`src/panel_pkg.sv`:
```
// geometry and timing for one 64x32 HUB75 panel, scanned as two 16-row halves
// four bit planes per channel, plane n is shown for show_base_cycles << n
`default_nettype none

package panel_pkg;

    localparam int unsigned num_halves       = 2;
    localparam int unsigned half_rows        = 16;
    localparam int unsigned cols             = 64;
    localparam int unsigned planes           = 4;
    localparam int unsigned show_base_cycles = 8;   // oe cycles for plane 0

    localparam int unsigned half_words   = half_rows * cols;
    localparam int unsigned fill_cycles  = 2;       // lane read plus mask stage
    localparam int unsigned shift_cycles = fill_cycles + 2 * cols;

    typedef logic [$clog2(half_rows)-1:0]  row_t;
    typedef logic [$clog2(cols)-1:0]       col_t;
    typedef logic [$clog2(planes)-1:0]     plane_t;
    typedef logic [$clog2(half_words)-1:0] half_addr_t;  // {row, col}

    // red [11:8], green [7:4], blue [3:0]
    typedef logic [3*planes-1:0] pixel_t;

    // bit 0 red, bit 1 green, bit 2 blue
    typedef logic [2:0] rgb_t;

    typedef logic [planes-1:0] plane_mask_t;

    typedef enum logic [1:0] {
        SCAN_SHIFT,
        SCAN_LATCH,
        SCAN_SHOW
    } scan_state_t;

endpackage

`default_nettype wire

```
`src/scan_engine.sv`:
```
// output_enable is active high, invert on the board if the panel needs it
// rgb outputs are unknown until the first column has been shifted
`timescale 1ns/1ps
`default_nettype none

module scan_engine
    import panel_pkg::*;
(
    input  logic                  clk_root,
    input  logic                  rst_n,
    input  rgb_t [num_halves-1:0] lane_rgb,
    output row_t                  rd_row,
    output col_t                  rd_col,
    output plane_t                rd_plane,
    output rgb_t                  rgb_top,
    output rgb_t                  rgb_bottom,
    output row_t                  row_addr,
    output logic                  pixel_clk,
    output logic                  row_latch,
    output logic                  output_enable
);

    scan_state_t state;
    scan_state_t state_next;
    logic [7:0]  tick;          // cycle count within the current state
    row_t        row_cnt;       // line being fetched and shifted
    plane_t      plane_cnt;
    plane_t      show_plane;    // plane of the line on display
    logic [7:0]  show_len;
    logic [6:0]  fetch_pos;
    logic        shift_done;
    logic        show_done;
    logic        load_rgb;

    assign show_len   = 8'(show_base_cycles) << show_plane;
    assign shift_done = (tick == 8'(shift_cycles - 1));
    assign show_done  = (tick == show_len - 8'd1);

    // column c is captured at odd tick 2c+1, clocked in at tick 2c+3
    assign load_rgb = (state == SCAN_SHIFT) && tick[0] && (tick < 8'(2 * cols));

    // fetch runs a column ahead of the output, so two reads stay in flight.
    // between shifts the address rests on column 0 of the next line
    assign fetch_pos = tick[6:0] + 7'd1;
    assign rd_col    = (state == SCAN_SHIFT && tick < 8'(2 * cols - 1)) ? fetch_pos[6:1] : '0;
    assign rd_row    = row_cnt;
    assign rd_plane  = plane_cnt;

    always_comb begin
        state_next = state;
        case (state)
            SCAN_SHIFT: begin
                if (shift_done) begin
                    state_next = SCAN_LATCH;
                end
            end
            SCAN_LATCH: state_next = SCAN_SHOW;   // single cycle pulse
            default: begin
                if (show_done) begin
                    state_next = SCAN_SHIFT;
                end
            end
        endcase
    end

    always_ff @(posedge clk_root or negedge rst_n) begin
        if (!rst_n) begin
            state         <= SCAN_SHIFT;
            tick          <= '0;
            row_cnt       <= '0;
            plane_cnt     <= '0;
            show_plane    <= '0;
            row_addr      <= '0;
            pixel_clk     <= 1'b0;
            row_latch     <= 1'b0;
            output_enable <= 1'b0;
        end else begin
            state <= state_next;
            tick  <= (state_next == state) ? tick + 8'd1 : '0;

            // high on odd ticks once the pipeline has filled
            pixel_clk     <= (state == SCAN_SHIFT) && !tick[0] && (tick >= 8'(fill_cycles));
            row_latch     <= (state_next == SCAN_LATCH);
            output_enable <= (state_next == SCAN_SHOW);

            if (state == SCAN_SHIFT && shift_done) begin
                row_addr   <= row_cnt;      // new row shows with the latch
                show_plane <= plane_cnt;
                plane_cnt  <= plane_cnt + 1'b1;
                if (plane_cnt == plane_t'(planes - 1)) begin
                    row_cnt <= row_cnt + 1'b1;   // planes first, then rows
                end
            end
        end
    end

    always_ff @(posedge clk_root) begin
        if (load_rgb) begin
            rgb_top    <= lane_rgb[0];
            rgb_bottom <= lane_rgb[1];
        end
    end

    a_latch_dark: assert property (
        @(posedge clk_root) disable iff (!rst_n)
        !(row_latch && output_enable)
    );

    a_clk_in_shift: assert property (
        @(posedge clk_root) disable iff (!rst_n)
        (state != SCAN_SHIFT) |-> !pixel_clk
    );

endmodule

`default_nettype wire

```
`config.mk`:
```
export PLATFORM = sky130hd
export DESIGN_NAME = scan_engine
export DESIGN_NICKNAME = d
export VERILOG_FILES = /design/src/panel_pkg.sv /design/src/scan_engine.sv
export SDC_FILE = /design/constraint.sdc
export NUM_CORES = 1
export LEC_CHECK = 0
export BUFFER_PORTS_ARGS = -buffer_cell sky130_fd_sc_hd__buf_2
export CORE_MARGIN = 4
export CORE_UTILIZATION = 29
export DETAILED_ROUTE_END_ITERATION = 16
export GPL_TIMING_DRIVEN = 0
export HOLD_SLACK_MARGIN = 0.05
export PLACE_DENSITY_LB_ADDON = 0.1
export RECOVER_POWER = 100
export SLEW_MARGIN = 20
export SYNTH_ARGS = -nofsm -noshare
export SYNTH_HDL_FRONTEND = slang
export SYNTH_SLANG_ARGS = --single-unit
```
`constraint.sdc`:
```
create_clock -name clk_root -period 4.85 [get_ports clk_root]
set_input_delay 0.485 -clock clk_root [delete_from_list [all_inputs] [get_ports clk_root]]
set_output_delay 0.485 -clock clk_root [all_outputs]
set_load 0.05 [all_outputs]
```
## Word level (Yosys, flattened, before mapping)

Index checks and enable logic that the tools add are counted.

- Flip-flop bits (word level): 31
- Bits of input ports: 8
- Output and inout bits: 25
- Logic and storage cells: 41

- Add/sub/neg operators: 5
- Magnitude comparators: 3
- Equal/unequal tests: 7
- Shift-type cells: 1
- Mux-type cells: 5
- Reductions and logical operators: 9

Operators with widths:

| operator | count |
|---|---|
| adder 8 x 1 -> 8 bit (second input constant) | 1 |
| equality test 8 bit | 1 |
| equality test 8 bit (second input constant) | 1 |
| >= comparator 8 x 2 -> 1 bit (second input constant) | 1 |
| less-than comparator 8 x 7 -> 1 bit (second input constant) | 1 |
| less-than comparator 8 bit (second input constant) | 1 |
| two-way mux 8 bit | 1 |
| << shifter 4 x 2 -> 8 bit (first input constant) | 1 |
| subtractor 8 x 1 -> 8 bit (second input constant) | 1 |
| adder 7 x 1 -> 7 bit (second input constant) | 1 |
| logical AND 1 bit | 6 |
| two-way mux 6 bit | 1 |
| adder 4 x 1 -> 4 bit (second input constant) | 1 |
| equality test 2 x 1 -> 1 bit (second input constant) | 2 |
| equality test 2 bit (second input constant) | 2 |
| two-way mux 2 bit | 2 |
| case mux 2 bit (2 select lines) | 1 |
| adder 2 x 1 -> 2 bit (second input constant) | 1 |
| equality test 2 bit | 1 |
| zero test 2 bit | 1 |
| AND reduction 2 bit | 1 |
| zero test 1 bit | 1 |

## Logic depth before layout (Yosys ltp)

- Depth in word-level cells: 7
- Gate-level depth with buffers: 7
- Gate-level depth less buffers: 6

## Worst setup path before layout

OpenSTA, ideal clock, no wires.

- Kind: register to output
- Start point: register tick[0]
- End point: output port rd_col[5]
- Arrival time: 1.961 ns
- Data required time: 4.365 ns
- Setup slack: 2.404 ns
- Stages on the path, launching flop included: 6
- Path buffers: 0
- Path through: dfrtp_1 > ha_1 > nand3_1 > nor2_1 > a2111o_1 > nor2_1

- Word-level cells in the longest chain between the ends: 3
- Elaborated cells on any way between the ends: 4
- Those cells by class: add/sub: 1; order compare: 1; mux: 1; reduce/logical: 1

RTL lines:

| element | line | source |
|---|---|---|
| start, declared | scan_engine.sv:25 | `logic [7:0] tick;` |
| start signal, assigned | scan_engine.sv:79 | `tick <= (state_next == state) ? tick + 8'd1 : '0;` |
| less-than comparator 8 x 7 -> 1 bit | scan_engine.sv:45 | `assign rd_col = (state == SCAN_SHIFT && tick < 8'(2 * cols - 1)) ? fetch_pos[6:1] : '0;` |
| logical AND 1 bit | scan_engine.sv:45 |  |
| two-way mux 6 bit (*) | scan_engine.sv:45 |  |
| end, declared | scan_engine.sv:13 | `output col_t rd_col,` |

Mark *: on every way between the ends. The rest lies on a longest branch, timed or not.

## Final worst setup path

Same ends and word-level chain as after synthesis.

==> results.toml <==
[die]
coreArea_um2 = 4470
die_area_um2 = 5910
die_h_um = 76.9
die_w_um = 76.9
ios = 33
start_util_pct = 30.8
fp-row-count = 24

[setup_path]
ff2ff_path_depth = 4
startpoint = "tick[0]"
critPathKind = "reg2out"
critPathRequiredTime_ns = 4.37
r2r_end = "rd_plane[1]"
regToRegStartpoint = "tick[4]"
worstPathMaxFanout = 6
cp-end-kind = "output port"
cp-start-kind = "flip-flop"
reg2reg_slack_ns = 2.64
worstPathArrival_ns = 2.29

[clocking]
htreeDepth = 2
cts_tree = "done"
clock-sinks = 31
clk_latency_ns = 0.28
clk_path_buf_depth = 2
cts_made_buffers = 5
cts_resized = 0
cts_hold_buf = 0
cts_setup_buffers = 0
cts_root_buf = "clkbuf_8"
path_clk_slew_ns = 0.06

[logic_synthesis]
syn_avg_cell_area_um2 = 12.4
synthFlopType = "dfrtp_1"
seq_area_frac_synth_pct = 58.5
netlist_area_um2 = 1380
yosysUniqueCellTypes = 31
async_reset_ff_share_pct = 80.6
synth_warnings = 0
synth-edff-count = 6
synthCells = 111
synth_nets = 123
ys_seq_elements = 31

[drt]
wl_per_cell_um = 14.3
drcViolationCount = 0
num_vias = 991
post_drt_via_cell_ratio = 4.88
dr.pass1.iters = 4
ant_nets = 0
drt_iter0_drc = 24
totalWireLength_um = 2910

[sta]
fmax_mhz = 361
period_minus_slack_ns = 2.77
finClkSkew_ns = 0.00440
fin_tns_setup_ns = 0
finalSetupViolCount = 0
finalHoldViolations = 0
fin_crit_sh_pct = 57.1
slew_viol_final = 0
tightest_slew_ns = 1.39
slew_headroom_pct = 7.66
finalHoldWorstSlack_ns = 0.380
rsz0062_at_grt = "no"

[power]
p_leak_nw = 0.727
max-vdd-ir-drop_mv = 0.117
powerDensity_nw_per_um2 = 279

[global_routing]
antenna_found_initial = 0
grt_max_degree = 26
grt_pass1_vias = 1014
overflow = 0
grt_pass1_wl_um = 4840
grt_usage_pct = 10.6

[final_layout]
syn_to_final_growth_pct = 19.2
diodes = 0
nets = 162
final_layout_size_suffix_gt1_share_pct = 8.61
fillers = 447

[flow_run]
cap_violations = 0

[placed_design]
gp_congestion = 0.749
port_buffers = 32
dp_hpwl_um = 2010

[worst_hold_path]
min_path_type = "in2reg"
hold_end = "rgb_top[2]"
holdCritStartpoint = "lane_rgb[2]"
min_path_cells = 1

[run_status]
status = "finished clean"
[Yosys cell counts (2+ instances only)]
master | instances | area [um^2]
and3_1 | 3 | 18.8
nor4b_1 | 2 | 17.5
a21oi_1 | 10 | 50.1
nand2_1 | 3 | 11.3
o21ai_2 | 2 | 17.5
inv_1 | 4 | 15.0
dfrtp_1 | 25 | 626
nor2_1 | 10 | 37.5
mux2_1 | 8 | 90.1
edfxtp_1 | 6 | 180
xnor2_1 | 7 | 61.3
nand2b_1 | 2 | 12.5
xor2_1 | 3 | 26.3
nand3_1 | 6 | 30.0
ha_1 | 4 | 50.1
[through the flow]
step | cell area, um^2 | worst slack [ns] | utilization [%] | power (mW) | instances
final | 1640 | 2.08 | 36.7 | 0.457 | 203
after global routing | 1640 | 1.89 | 36.7 | 0.478 | 203
after CTS | 1690 | 2.24 | 37.7 | 0.472 | 203
after detailed placement | 1610 | 2.56 | 35.9 | 0.278 | 195
after global placement | 1600 | 2.57 | 35.8 | 0.277 | 195
after floorplan | 1380 | 2.40 | - | 0.271 | 111
[state kept, by name, indices dropped and copies added (netlist names)]
register       count
output_enable      1
pixel_clk          1
rd_plane           2
rd_row             4
rgb_bottom         3
rgb_top            3
row_addr           4
row_latch          1
show_plane         2
state              2
tick               8
[worst max-delay path by stage]
stage,to,slack [ns],depth (start not counted)
2_1_floorplan,rd_col[5],2.40,5
3_3_place_gp,rd_col[0],2.57,6
3_5_place_dp,rd_col[0],2.56,6
4_1_cts,rd_col[5],2.24,6
5_1_grt,rd_col[0],1.89,6
6_report,rd_col[5],2.08,6
[kinds of logic (layout without fill, tap and decap cells)]
logic type / Yosys count / count (layout) / share of synthesized area (%)
fa+ha+maj: 4 / 4 / 3.64
compound gates: 18 / 18 / 9.00
flops: 31 / 31 / 58.5
mux: 9 / 9 / 7.27
buf+inv: 6 / 46 / 1.73
simple gates: 33 / 33 / 13.5
xor+xnor: 10 / 10 / 6.36
[power breakdown]
group	internal, mW	leakage, nW	switching, mW
Sequential	0.266	0.394	0
Clock	0.0975	0.0403	0.0875
Combinational	0.00181	0.293	0.00479
Total	0.365	0.727	0.0923
[critical path, cell delays in order (launching register included)]
cell and delay, ns:
dfrtp_1 0.44, ha_1 0.26, nand3_1 0.11, nor2_1 0.10, a2111o_1 0.50, nor2_1 0.13
clkbuf_1 0.47
[layout by cell type, fill, tap and decap left out, types with 3 or more instances in the layout]
| master | count |
|---|---|
| xnor2_1 | 7 |
| nor2_1 | 10 |
| and3_1 | 3 |
| edfxtp_1 | 6 |
| a21oi_1 | 10 |
| nand2_1 | 3 |
| nand3_1 | 6 |
| clkbuf_8 | 5 |
| inv_1 | 4 |
| clkbuf_1 | 29 |
| dfrtp_1 | 25 |
| buf_2 | 6 |
| ha_1 | 4 |
| xor2_1 | 3 |
| mux2_1 | 8 |
[per-layer routing]
layer,routed length (um),vias to the layer above,global-route usage [%]
li1,-,481,-
met1,1300,475,12.1
met2,1350,28,16.3
met3,188,7,4.80
met4,61,0,5.80
met5,0,-,0
[layout make-up]
class / count / area (um^2) / share of cell area (%)
Timing Repair Buffer: 32 / 128 / 7.78
Sequential cell: 31 / 806 / 49.1
Clock inverter: 2 / 7.51 / 0.458
Clock buffer: 6 / 72.6 / 4.42
Inverter: 4 / 15.0 / 0.915
Tap cell: 52 / 65.1 / 3.97
Multi-Input combinational cell: 74 / 539 / 32.9
Buffer: 2 / 7.51 / 0.458
Note: power is estimated with default switching activity, not from simulation.
