**config.mk**
```make
export PLATFORM = sky130hd
export DESIGN_NAME = cmd_decoder
export DESIGN_NICKNAME = d
export VERILOG_FILES = /design/src/panel_pkg.sv /design/src/cmd_pkg.sv /design/src/cmd_decoder.sv
export SDC_FILE = /design/constraint.sdc
export NUM_CORES = 1
export LEC_CHECK = 0
export BUFFER_PORTS_ARGS = -buffer_cell sky130_fd_sc_hd__buf_2
export CAP_MARGIN = 10
export CELL_PAD_IN_SITES_DETAIL_PLACEMENT = 1
export CELL_PAD_IN_SITES_GLOBAL_PLACEMENT = 2
export CORE_ASPECT_RATIO = 1.75
export CORE_MARGIN = 3
export CORE_UTILIZATION = 37
export CTS_BUF_LIST = sky130_fd_sc_hd__clkbuf_8
export DETAILED_ROUTE_END_ITERATION = 6
export PLACE_DENSITY = 0.85
export SETUP_SLACK_MARGIN = 0.2
export SLEW_MARGIN = 20
export SYNTH_ARGS = -nofsm -noshare
export SYNTH_HDL_FRONTEND = slang
export SYNTH_SLANG_ARGS = --single-unit
```
**constraint.sdc**
```tcl
create_clock -name clk_root -period 2.1 [get_ports clk_root]
set_clock_uncertainty 0.05 [all_clocks]
set_input_delay 0 -clock clk_root [delete_from_list [all_inputs] [get_ports clk_root]]
set_output_delay 0 -clock clk_root [all_outputs]
set_load 0.05 [all_outputs]
```
**src/panel_pkg.sv**
```systemverilog
// geometry and timing for one 64x32 HUB75 panel, scanned as two 16-row halves
// four bit planes per channel, plane n is shown for show_base_cycles << n
`default_nettype none

package panel_pkg;

    localparam int unsigned num_halves       = 2;
    localparam int unsigned half_rows        = 16;
    localparam int unsigned cols             = 64;
    localparam int unsigned planes           = 4;
    localparam int unsigned show_base_cycles = 8;   // oe cycles for plane 0

    localparam int unsigned half_words   = half_rows * cols;
    localparam int unsigned fill_cycles  = 2;       // lane read plus mask stage
    localparam int unsigned shift_cycles = fill_cycles + 2 * cols;

    typedef logic [$clog2(half_rows)-1:0]  row_t;
    typedef logic [$clog2(cols)-1:0]       col_t;
    typedef logic [$clog2(planes)-1:0]     plane_t;
    typedef logic [$clog2(half_words)-1:0] half_addr_t;  // {row, col}

    // red [11:8], green [7:4], blue [3:0]
    typedef logic [3*planes-1:0] pixel_t;

    // bit 0 red, bit 1 green, bit 2 blue
    typedef logic [2:0] rgb_t;

    typedef logic [planes-1:0] plane_mask_t;

    typedef enum logic [1:0] {
        SCAN_SHIFT,
        SCAN_LATCH,
        SCAN_SHOW
    } scan_state_t;

endpackage

`default_nettype wire

```
**src/cmd_pkg.sv**
```systemverilog
// command set of the byte stream, one byte per valid cycle
// every argument byte of a command must follow its opcode, nothing is framed
`default_nettype none

package cmd_pkg;

    typedef logic [7:0] cmd_byte_t;

    typedef enum logic [7:0] {
        OP_SET_PLANES  = 8'h01,  // arg: plane mask in low 4 bits
        OP_SET_RGB     = 8'h02,  // arg: channel enables in low 3 bits
        OP_WRITE_PIXEL = 8'h03   // args: row, col, pixel hi, pixel lo
    } opcode_t;

    localparam int unsigned max_args         = 4;
    localparam int unsigned args_set_planes  = 1;
    localparam int unsigned args_set_rgb     = 1;
    localparam int unsigned args_write_pixel = 4;

    typedef logic [$clog2(max_args)-1:0] arg_idx_t;

    typedef enum logic [1:0] {
        DEC_IDLE,
        DEC_ARG,
        DEC_WRITE    // one cycle, pixel write on the shared bus
    } dec_state_t;

endpackage

`default_nettype wire

```
**src/cmd_decoder.sv**
```systemverilog
// no back-pressure, a byte is consumed in every cycle with rx_valid high
// unknown opcodes are dropped, a new opcode is taken even during a write cycle
`timescale 1ns/1ps
`default_nettype none

module cmd_decoder
    import panel_pkg::*;
    import cmd_pkg::*;
(
    input  logic        clk_root,
    input  logic        rst_n,
    input  cmd_byte_t   rx_data,
    input  logic        rx_valid,
    output logic        wr_en,
    output logic [4:0]  wr_row,
    output col_t        wr_col,
    output pixel_t      wr_pixel,
    output plane_mask_t plane_mask,
    output rgb_t        rgb_enable
);

    dec_state_t state;
    opcode_t    opcode;
    arg_idx_t   arg_cnt;
    arg_idx_t   last_arg;
    logic       known_op;
    cmd_byte_t  args [max_args];   // argument bytes in arrival order

    // index of the final argument byte for the current opcode
    always_comb begin
        case (opcode)
            OP_WRITE_PIXEL: last_arg = arg_idx_t'(args_write_pixel - 1);
            OP_SET_RGB:     last_arg = arg_idx_t'(args_set_rgb - 1);
            default:        last_arg = arg_idx_t'(args_set_planes - 1);
        endcase
    end

    always_comb begin
        case (rx_data)
            OP_SET_PLANES, OP_SET_RGB, OP_WRITE_PIXEL: known_op = 1'b1;
            default:                                   known_op = 1'b0;
        endcase
    end

    always_ff @(posedge clk_root or negedge rst_n) begin
        if (!rst_n) begin
            state      <= DEC_IDLE;
            opcode     <= OP_SET_PLANES;
            arg_cnt    <= '0;
            plane_mask <= '1;   // all planes and channels lit
            rgb_enable <= '1;
        end else begin
            case (state)
                DEC_ARG: begin
                    if (rx_valid) begin
                        if (arg_cnt == last_arg) begin
                            arg_cnt <= '0;
                            state   <= DEC_IDLE;
                            case (opcode)
                                OP_SET_PLANES: plane_mask <= rx_data[3:0];
                                OP_SET_RGB:    rgb_enable <= rx_data[2:0];
                                default:       state      <= DEC_WRITE;
                            endcase
                        end else begin
                            arg_cnt <= arg_cnt + 1'b1;
                        end
                    end
                end
                default: begin   // idle or write cycle, look for an opcode
                    state <= DEC_IDLE;
                    if (rx_valid && known_op) begin
                        opcode  <= opcode_t'(rx_data);
                        arg_cnt <= '0;
                        state   <= DEC_ARG;
                    end
                end
            endcase
        end
    end

    always_ff @(posedge clk_root) begin
        if (state == DEC_ARG && rx_valid) begin
            args[arg_cnt] <= rx_data;
        end
    end

    // write bus straight from the held argument bytes
    assign wr_en    = (state == DEC_WRITE);
    assign wr_row   = args[0][4:0];   // bit 4 picks the half
    assign wr_col   = args[1][5:0];
    assign wr_pixel = {args[2][3:0], args[3]};

    a_single_write: assert property (
        @(posedge clk_root) disable iff (!rst_n)
        wr_en |=> !wr_en
    );

endmodule

`default_nettype wire

```
Yosys cells after proc, flatten, opt, wreduce, memory -nomap -nowiden
Memory sizes are Yosys's and may differ from the RTL's.
Cells that the tools add are included.
{"block": "word_totals", "ram_bits": 32, "memories": 1, "inputBits": 11, "regBits": 19}
{"block": "op_classes", "muxes": 13, "bitwise": 1, "n_eq_ne": 11, "addsub": 1, "reduce_logical": 10}
{"memory": "args", "depth": 4, "word_bits": 8, "rd": 4, "rd_clocked_by_memory_dff": 0, "wr": 1, "line": "cmd_decoder.sv:27", "rtl": "cmd_byte_t args [max_args];"}
{"operator": "$eq A8 B2 Y1 const B", "count": 4}
{"operator": "$mux W2", "count": 9}
{"operator": "$eq A8 B1 Y1 const B", "count": 2}
{"operator": "$reduce_and A4 Y1", "count": 2}
{"operator": "$reduce_and A2 Y1", "count": 3}
{"operator": "$mux W1", "count": 4}
{"operator": "$ne A2 B2 Y1 const B", "count": 2}
{"operator": "$reduce_or A3 Y1", "count": 1}
{"operator": "$add A2 B1 Y2 const B", "count": 1}
{"operator": "$eq A2 B1 Y1 const B", "count": 1}
{"operator": "$eq A2 B2 Y1", "count": 1}
{"operator": "$eq A2 B2 Y1 const B", "count": 1}
{"operator": "$logic_and A1 B1 Y1", "count": 2}
{"operator": "$reduce_bool A2 Y1", "count": 1}
{"operator": "$reduce_or A2 Y1", "count": 1}
{"operator": "$not A1 Y1", "count": 1}

Logic depth before layout (Yosys ltp)
Gate-level depths: netlist of run 1.
{"block": "logic_depth", "ltp_word": 6, "depth_mapped": 5}

Least setup slack after synthesis of run 1
No wires, ideal clock.
{"block": "synth_timing", "kind": "register -> register", "start": "reg opcode[3]", "end": "reg plane_mask[0]", "t_arrival_ps": 1496, "setup_slack_ps": 472, "required_time_ps": 1968, "setup_time_ps": 82, "path_stages_with_launch": 5, "path_buffers": 0, "synth_period_minus_slack_ps": 1628, "path_cell_list": "dfrtp_1 > nor4_4 > nand4_2 > nor3b_4 > mux2_2"}
{"block": "synth_via", "elab_chain_len": 4, "elab_cells_between_ends": 5, "cone_classes": "3 x eq/ne; 1 x mux; 1 x reduce/logical"}
{"item": "start: declaration", "line": "cmd_decoder.sv:23", "rtl": "opcode_t opcode;"}
{"item": "start signal: assignment", "line": "cmd_decoder.sv:72", "rtl": "opcode <= opcode_t'(rx_data);"}
{"item": "$eq A8 B2 Y1", "line": "cmd_decoder.sv:31", "rtl": "case (opcode)"}
{"item": "$mux W2", "line": "cmd_decoder.sv:31"}
{"item": "$eq A2 B2 Y1", "line": "cmd_decoder.sv:56", "rtl": "if (arg_cnt == last_arg) begin"}
{"item": "$reduce_and A4 Y1 (no source line) *"}
{"item": "end signal: assignment", "line": "cmd_decoder.sv:60", "rtl": "OP_SET_PLANES: plane_mask <= rx_data[3:0];"}
{"item": "end: declaration", "line": "cmd_decoder.sv:18", "rtl": "output plane_mask_t plane_mask,"}
Mark *: on every way between the ends. The rest lies on a longest branch, timed or not.
A chain may end at the register's enable or synchronous reset.

Worst setup path in the final report of run 1
{"block": "layout_timing", "start": "reg opcode[3]", "end": "reg plane_mask[2]"}
Same word-level chain as after synthesis.

==> run summary, run 1 <==
status: finished clean
Clock Pin Slew Worst Setup and Hold Paths: 0.08 ns
FF+latch count, synth: 42
First DRT Iteration DRCs: 4
placer congestion estimate: 0.719
Mean Syn Cell Area: 16.8 um2
post-synth net total: 111
starting density of the core: 0.388
Slew Limit Fails: 0
setup_tns: 0 ns
via count: 971
CP Launch Type: flop
io pins: 42
root buffer cell: clkbuf_8
Max Clk Rate: 569 MHz
largest net degree at the start of global routing: 20
post-DP HPWL: 2.42 mm
worst path bufs/invs: 0
Die W: 55.9 um
Crit path max-delay family: simple AND/OR/NAND/NOR gates
n_diodes: 0
MaxCap Viol Count: 0
final setup vio count: 0
Port-buffer cells: 41
Max clock buf depth: 2
Final nets: 167
VDD IR max: 679 uV
placed instance count: 185
Cells after Synth: 96
critical path's largest stage delay: 0.41 ns
worst min path class: primary input to flop
final period utilization: 0.837
Detail Route Antenna Nets: 0
RSZ-0062 raised after global routing: false
layout cells sized above 1: 0.477
num rows: 31
Die ar.: 5210 um2
latest clock arrival within the worst-skew pair: 0.29 ns
DRT Pass-1 Iters: 4
PD cells: 790 nW/um2
leading cell type in the layout, fill and taps excluded: buf_2
GRT Util Overall: 0.134
Core ar.: 4150 um2
vias in the first global route: 1050
drt drc: 0
Fillers: 428
via/cell ratio: 4.81
setup repair bufs after CTS: 0
Crit path arrival time: 1.93 ns
final hold slack: 0.0754 ns
Critical Path RT: 2.27 ns
crit end category: flop
area fraction of the dominant cell type after synthesis: 0.429
wire per inst: 15.9 um
first-pass GRT wire length: 5.22 mm
library cells used by synthesis: 28
initial antenna violation count: 0
drt total wl: 3.20 mm
htree depth: 2
setup ws final: 0.342 ns
Synth-to-Final Area Change: 27.8%
Overflow after GRT: 0
largest area contributor in the netlist: edfxtp_1
Synth area leaders: edfxtp_1 (43%), dfrtp_1 (17%), dfstp_2 (13%)
crit path cell chain: nor4_4, nand4_2, nor3b_4, mux2_2
kind of critical path: flop to flop
sequential area share after synthesis: 0.731
cts bufs inserted: 5
crit-path max FO: 4
Vert. Die Dim: 93.2 um
Tot Pwr: 1.62 mW
Worst slew margin: 0.677
Yosys Warn Count: 0
clock sinks: 42
final hold vios: 0
Placement Setup Slack: 0.326 ns
commonest cells after routing, fill and taps aside: buf_2 (41), edfxtp_1 (23), dfrtp_1 (11), and2_1 (10)
Post-Layout Cell Count: 202
Slowest-stage cell, CP: dfrtp_1
leak pwr: 0.879 nW
Mapped Area: 1610 um2
min cycle time layout: 1.76 ns
TritonCTS clock tree: built
Slew @ Worst Pin: 0.484 ns
==> metrics by stage <==
stage / instance area, um2 / util
final: 2060 / 0.495
after global routing: 2060 / 0.495
after CTS: 2050 / 0.494
after detailed placement: 1870 / 0.452
after global placement: 1870 / 0.452
after floorplan: 1610 / -
==> where the power goes <==
part	internal, mW	switching, mW
clock	0.227	0.265
combinational	0.0711	0.112
sequential	0.907	0.0426
total	1.21	0.419
==> path summary, 6_finish.rpt <==
| path | start | to | slack (ns) | depth (start not counted) |
|---|---|---|---|---|
| setup / recovery | opcode[3]$_DFFE_PN0P_ | plane_mask[2]$_DFFE_PN1P_ | 0.34 | 4 |
| hold / removal | rx_valid | state[1]$_DFFE_PN0P_ | 0.08 | 4 |
| setup reg to reg | opcode[3]$_DFFE_PN0P_ | plane_mask[2]$_DFFE_PN1P_ | 0.34 | 4 |
| hold reg to reg | opcode[7]$_DFFE_PN0P_ | opcode[7]$_DFFE_PN0P_ | 0.45 | 1 |
| max in group asynchronous | rst_n | plane_mask[1]$_DFFE_PN1P_ | 1.56 | 2 |
| min in group asynchronous | rst_n | opcode[3]$_DFFE_PN0P_ | 0.12 | 2 |
==> cell families (layout without fill, tap and decap cells) <==
kind of cell | after synthesis | in the layout | share of synthesized area
flops | 42 | 42 | 0.731
simple gates | 29 | 29 | 0.131
mux | 10 | 10 | 0.0692
compound gates | 6 | 6 | 0.0218
fa+ha+maj | 4 | 4 | 0.0311
buf+inv | 4 | 61 | 0.0101
xor+xnor | 1 | 1 | 0.00544
==> final cells by class <==
class                           count  area, um2  share of cell area
Clock buffer                        5       68.8              0.0335
Clock inverter                      3       16.3             0.00791
Inverter                            2       7.51             0.00365
Multi-Input combinational cell     50        423               0.206
Sequential cell                    42       1180               0.572
Tap cell                           49       61.3              0.0298
Timing Repair Buffer               51        303               0.147
==> cell usage after synthesis, drive strengths merged <==
master / number
nor2b: 1
mux2i: 1
nor2: 3
dfrtp: 11
nand2b: 1
nor4: 1
nand3: 1
and3b: 1
and4: 1
and2: 11
mux2: 9
nor4b: 1
nand4: 1
ha: 4
nand2: 4
xor2: 1
clkbuf: 2
inv: 2
o21ai: 4
nor3b: 2
nor3: 1
edfxtp: 23
o2111ai: 1
a31oi: 1
dfstp: 8
==> what timing repair did <==
item,in CTS,in global routing
hold buffers,9,0
gates resized for setup,0,1
hold endpoints to repair,43,0
endpoints found under the setup margin,0,4
==> sequential cells by signal, summed over array words and instances (netlist names) <==
signal / flops
opcode: 8
rgb_enable: 3
plane_mask: 4
state: 2
arg_cnt: 2
args: 23
==> worst reg2reg max path, stage by stage (launching register included) <==
cell	delay (ns)
dfrtp_1	0.41
nor4_4	0.34
nand4_2	0.21
nor3b_4	0.31
mux2_2	0.38
==> per-layer routing <==
layer  part of all wire  routed length, um  track usage  up-vias
met2               0.57               1810        0.259       37
li1                   -                  -            -      453
met5                  0                  0            0        -
met1               0.35               1130        0.125      476
met3              0.063                203       0.0470        5
met4              0.019                 61       0.0535        0
(Power assumes the default switching activity.)
==> inputs of run 2 (changes only) <==
- ABC_AREA: default -> 1
- CORE_UTILIZATION: 37 -> 31
- PLACE_DENSITY: 0.85 -> 0.81
- clock period: 2.1 -> 1.6 ns (I/O delays scaled with it)
==> run 2 against run 1 <==
Net effect: design area rose by 15%; via count rose by 29%; synthesized cell count rose by 56%; sequential share of layout area fell by 7.4 points; die area rose by 25%; sequential power rose by 25%; sequential cell count did not move; hold slack improved by 0.052 ns; highest routed layer unchanged.
==> run summary, run 2 <==
Post-synth top cells: nand2_1 (34), edfxtp_1 (23), nor2_1 (19)
r2r startpoint: opcode[0]$_DFFE_PN1P_
Worst Setup SP: opcode[0]$_DFFE_PN1P_
n_diodes: 0 (unchanged)
first-pass GRT wire length: 6.64 mm (+27%)
First DRT Iteration DRCs: 21 (+17)
Port-buffer cells: 41 (unchanged)
RSZ-0062 raised after global routing: true
htree depth: 2 (unchanged)
PD cells: 903 nW/um2 (+14%)
clock sinks: 42 (unchanged)
CP Launch Type: flop
commonest cells after routing, fill and taps aside: buf_2 (38), nand2_1 (30), edfxtp_1 (23), inv_1 (19), nor2_1 (15)
wire per inst: 14.0 um (-12%)
vias in the first global route: 1366 (+30%)
top-count cell post-synth: nand2_1
initial antenna violation count: 0 (unchanged)
Slew Limit Fails: 0 (unchanged)
Worst slew margin: 0.701 (+0.0243)
final setup vio count: 0 (unchanged)
Yosys Warn Count: 0 (unchanged)
largest area contributor in the netlist: edfxtp_1
Cells after Synth: 150 (+56%)
status: finished clean
cts bufs inserted: 5 (unchanged)
TritonCTS clock tree: built
layout cells sized above 1: 0.403 (-0.0743)
Core ar.: 5340 um2 (+29%)
drt drc: 0 (unchanged)
Synth area leaders: edfxtp_1 (40%), dfrtp_1 (16%), dfstp_2 (12%)
Top Registers: args: 23 flops, opcode: 8 flops, plane_mask: 4 flops
kind of critical path: flop to flop
setup_tns: 0 ns (unchanged)
leading cell type in the layout, fill and taps excluded: buf_2
sequential area share after synthesis: 0.682 (-0.0493)
latest clock arrival within the worst-skew pair: 0.29 ns (about the same)
critical path's largest stage delay: 0.56 ns (+0.15 ns)
crit path cell chain: nand2_2, nor2_4, nand2_2, nand2_4, nand2_8, nand2_4, nand2_1, nand2_1
Synth-to-Final Area Change: 36.9%
Die ar.: 6530 um2 (+25%)
worst path bufs/invs: 0 (unchanged)
post-synth net total: 165 (+49%)
Vert. Die Dim: 105 um (+12%)
area fraction of the dominant cell type after synthesis: 0.400 (-0.0289)
root buffer cell: clkbuf_8
MaxCap Viol Count: 0 (unchanged)
library cells used by synthesis: 17 (-39%)
number of enable flip-flop cells after synthesis: 23 (unchanged)
leak pwr: 1.05 nW (+20%)
Clock Pin Slew Worst Setup and Hold Paths: 0.08 ns (about the same)
placer congestion estimate: 0.708 (-1.5%)
number of flip-flops in the largest register: 23 (unchanged)
Crit path arrival time: 1.57 ns (-0.36 ns)
Detail Route Antenna Nets: 0 (unchanged)
largest net degree at the start of global routing: 20 (unchanged)
io pins: 42 (unchanged)
Overflow after GRT: 0 (unchanged)
post-DP HPWL: 2.87 mm (+19%)
drt total wl: 4.06 mm (+27%)
worst min path class: primary input to async pin
DRT Pass-1 Iters: 4 (unchanged)
GRT Util Overall: 0.131 (-0.00279)
Slowest-stage cell, CP: dfstp_2
Reg with most FFs: args
final core utilization: 0.442 (-0.0532)
min cycle time layout: 1.38 ns (-0.377 ns)
Most used DFF post-synth: edfxtp_1
Mapped Area: 1730 um2 (+7.2%)
Max clock buf depth: 2 (unchanged)
via count: 1253 (+29%)
Die W: 62.4 um (+12%)
Slew @ Worst Pin: 0.448 ns (-0.0365 ns)
crit-path max FO: 5 (+1)
crit end category: flop
Mean Syn Cell Area: 11.5 um2 (-31%)
Max Clk Rate: 724 MHz (+27%)
starting density of the core: 0.323 (-0.0647)
Final nets: 230 (+38%)
VDD IR max: 427 uV (-37%)
FF+latch count, synth: 42 (unchanged)
final period utilization: 0.863 (+0.0261)
Critical Path RT: 1.79 ns (-0.48 ns)
via/cell ratio: 4.32 (-10%)
setup ws final: 0.219 ns (-0.123 ns)
fraction of registers with async set/reset: 0.452 (unchanged)
Crit path max-delay family: simple AND/OR/NAND/NOR gates
Placement Setup Slack: 0.151 ns (-0.175 ns)
num rows: 35 (+13%)
final hold vios: 0 (unchanged)
## run 2: kinds of logic after synthesis
kind of cell / share of synthesized area
adder cells (fa/ha/maj): 0.0290
buffers and inverters: 0.0413
flip-flops: 0.682
AND/OR/NAND/NOR: 0.248
## run 2: per-layer routing
| layer | wire length, um | global-route usage |
|---|---|---|
| met3 | 152 | 0.0344 |
| met5 | 0 | 0 |
| met4 | 34 | 0.0442 |
| met1 | 1420 | 0.115 |
| met2 | 2450 | 0.274 |
## run 2: power breakdown
group,switching [mW],internal [mW]
registers,0.0140,1.18
logic,0.0790,0.0528
clock network,0.351,0.459
total,0.444,1.69
## run 2: layout make-up
cell class	instances	area, um2
inverter	19	71.3
timing repair buffer	57	362
tap	74	92.6
clock buffer	5	68.8
clock inverter	3	41.3
sequential	42	1180
fill	613	2980
multi-input combinational	90	551
## run 2: metrics by stage
stage / power, mW / instances / hold slack (ns) / area, um2
CTS: 2.15 / 284 / 0.133 / 2250
detailed placement: 1.32 / 266 / -0.0725 / 2040
global route: 2.23 / 290 / 0.168 / 2360
finish: 2.13 / 290 / 0.128 / 2360
floorplan: 1.26 / 150 / -0.346 / 1730
global placement: 1.31 / 266 / -0.0746 / 2040
## run 2: final timing paths
path	depth (start not counted)	endpoint	slack (ns)
max	8	plane_mask[2]$_DFFE_PN1P_	0.22
min	2	opcode[6]$_DFFE_PN0P_	0.13
max reg2reg	8	plane_mask[2]$_DFFE_PN1P_	0.22
min reg2reg	2	plane_mask[1]$_DFFE_PN1P_	0.41
max in group asynchronous	2	opcode[0]$_DFFE_PN1P_	1.03
min in group clk_root	2	args[3][6]$_DFFE_PP_	0.40
## run 2: what timing repair did
| action | in CTS | in global routing |
|---|---|---|
| setup endpoints to repair | 17 | 35 |
| hold buffers | 10 | 0 |
| endpoints found under the hold margin | 43 | 0 |
| gates cloned | 0 | 1 |
| resized for setup | 0 | 18 |
| pin swaps | 0 | 10 |
| setup buffers | 0 | 5 |
## run 2: worst reg2reg max path: cells and delay by family (launching register included)
kind             cells  cell delay, ns
and+or+nand+nor      8            0.72
DFF                  1            0.56
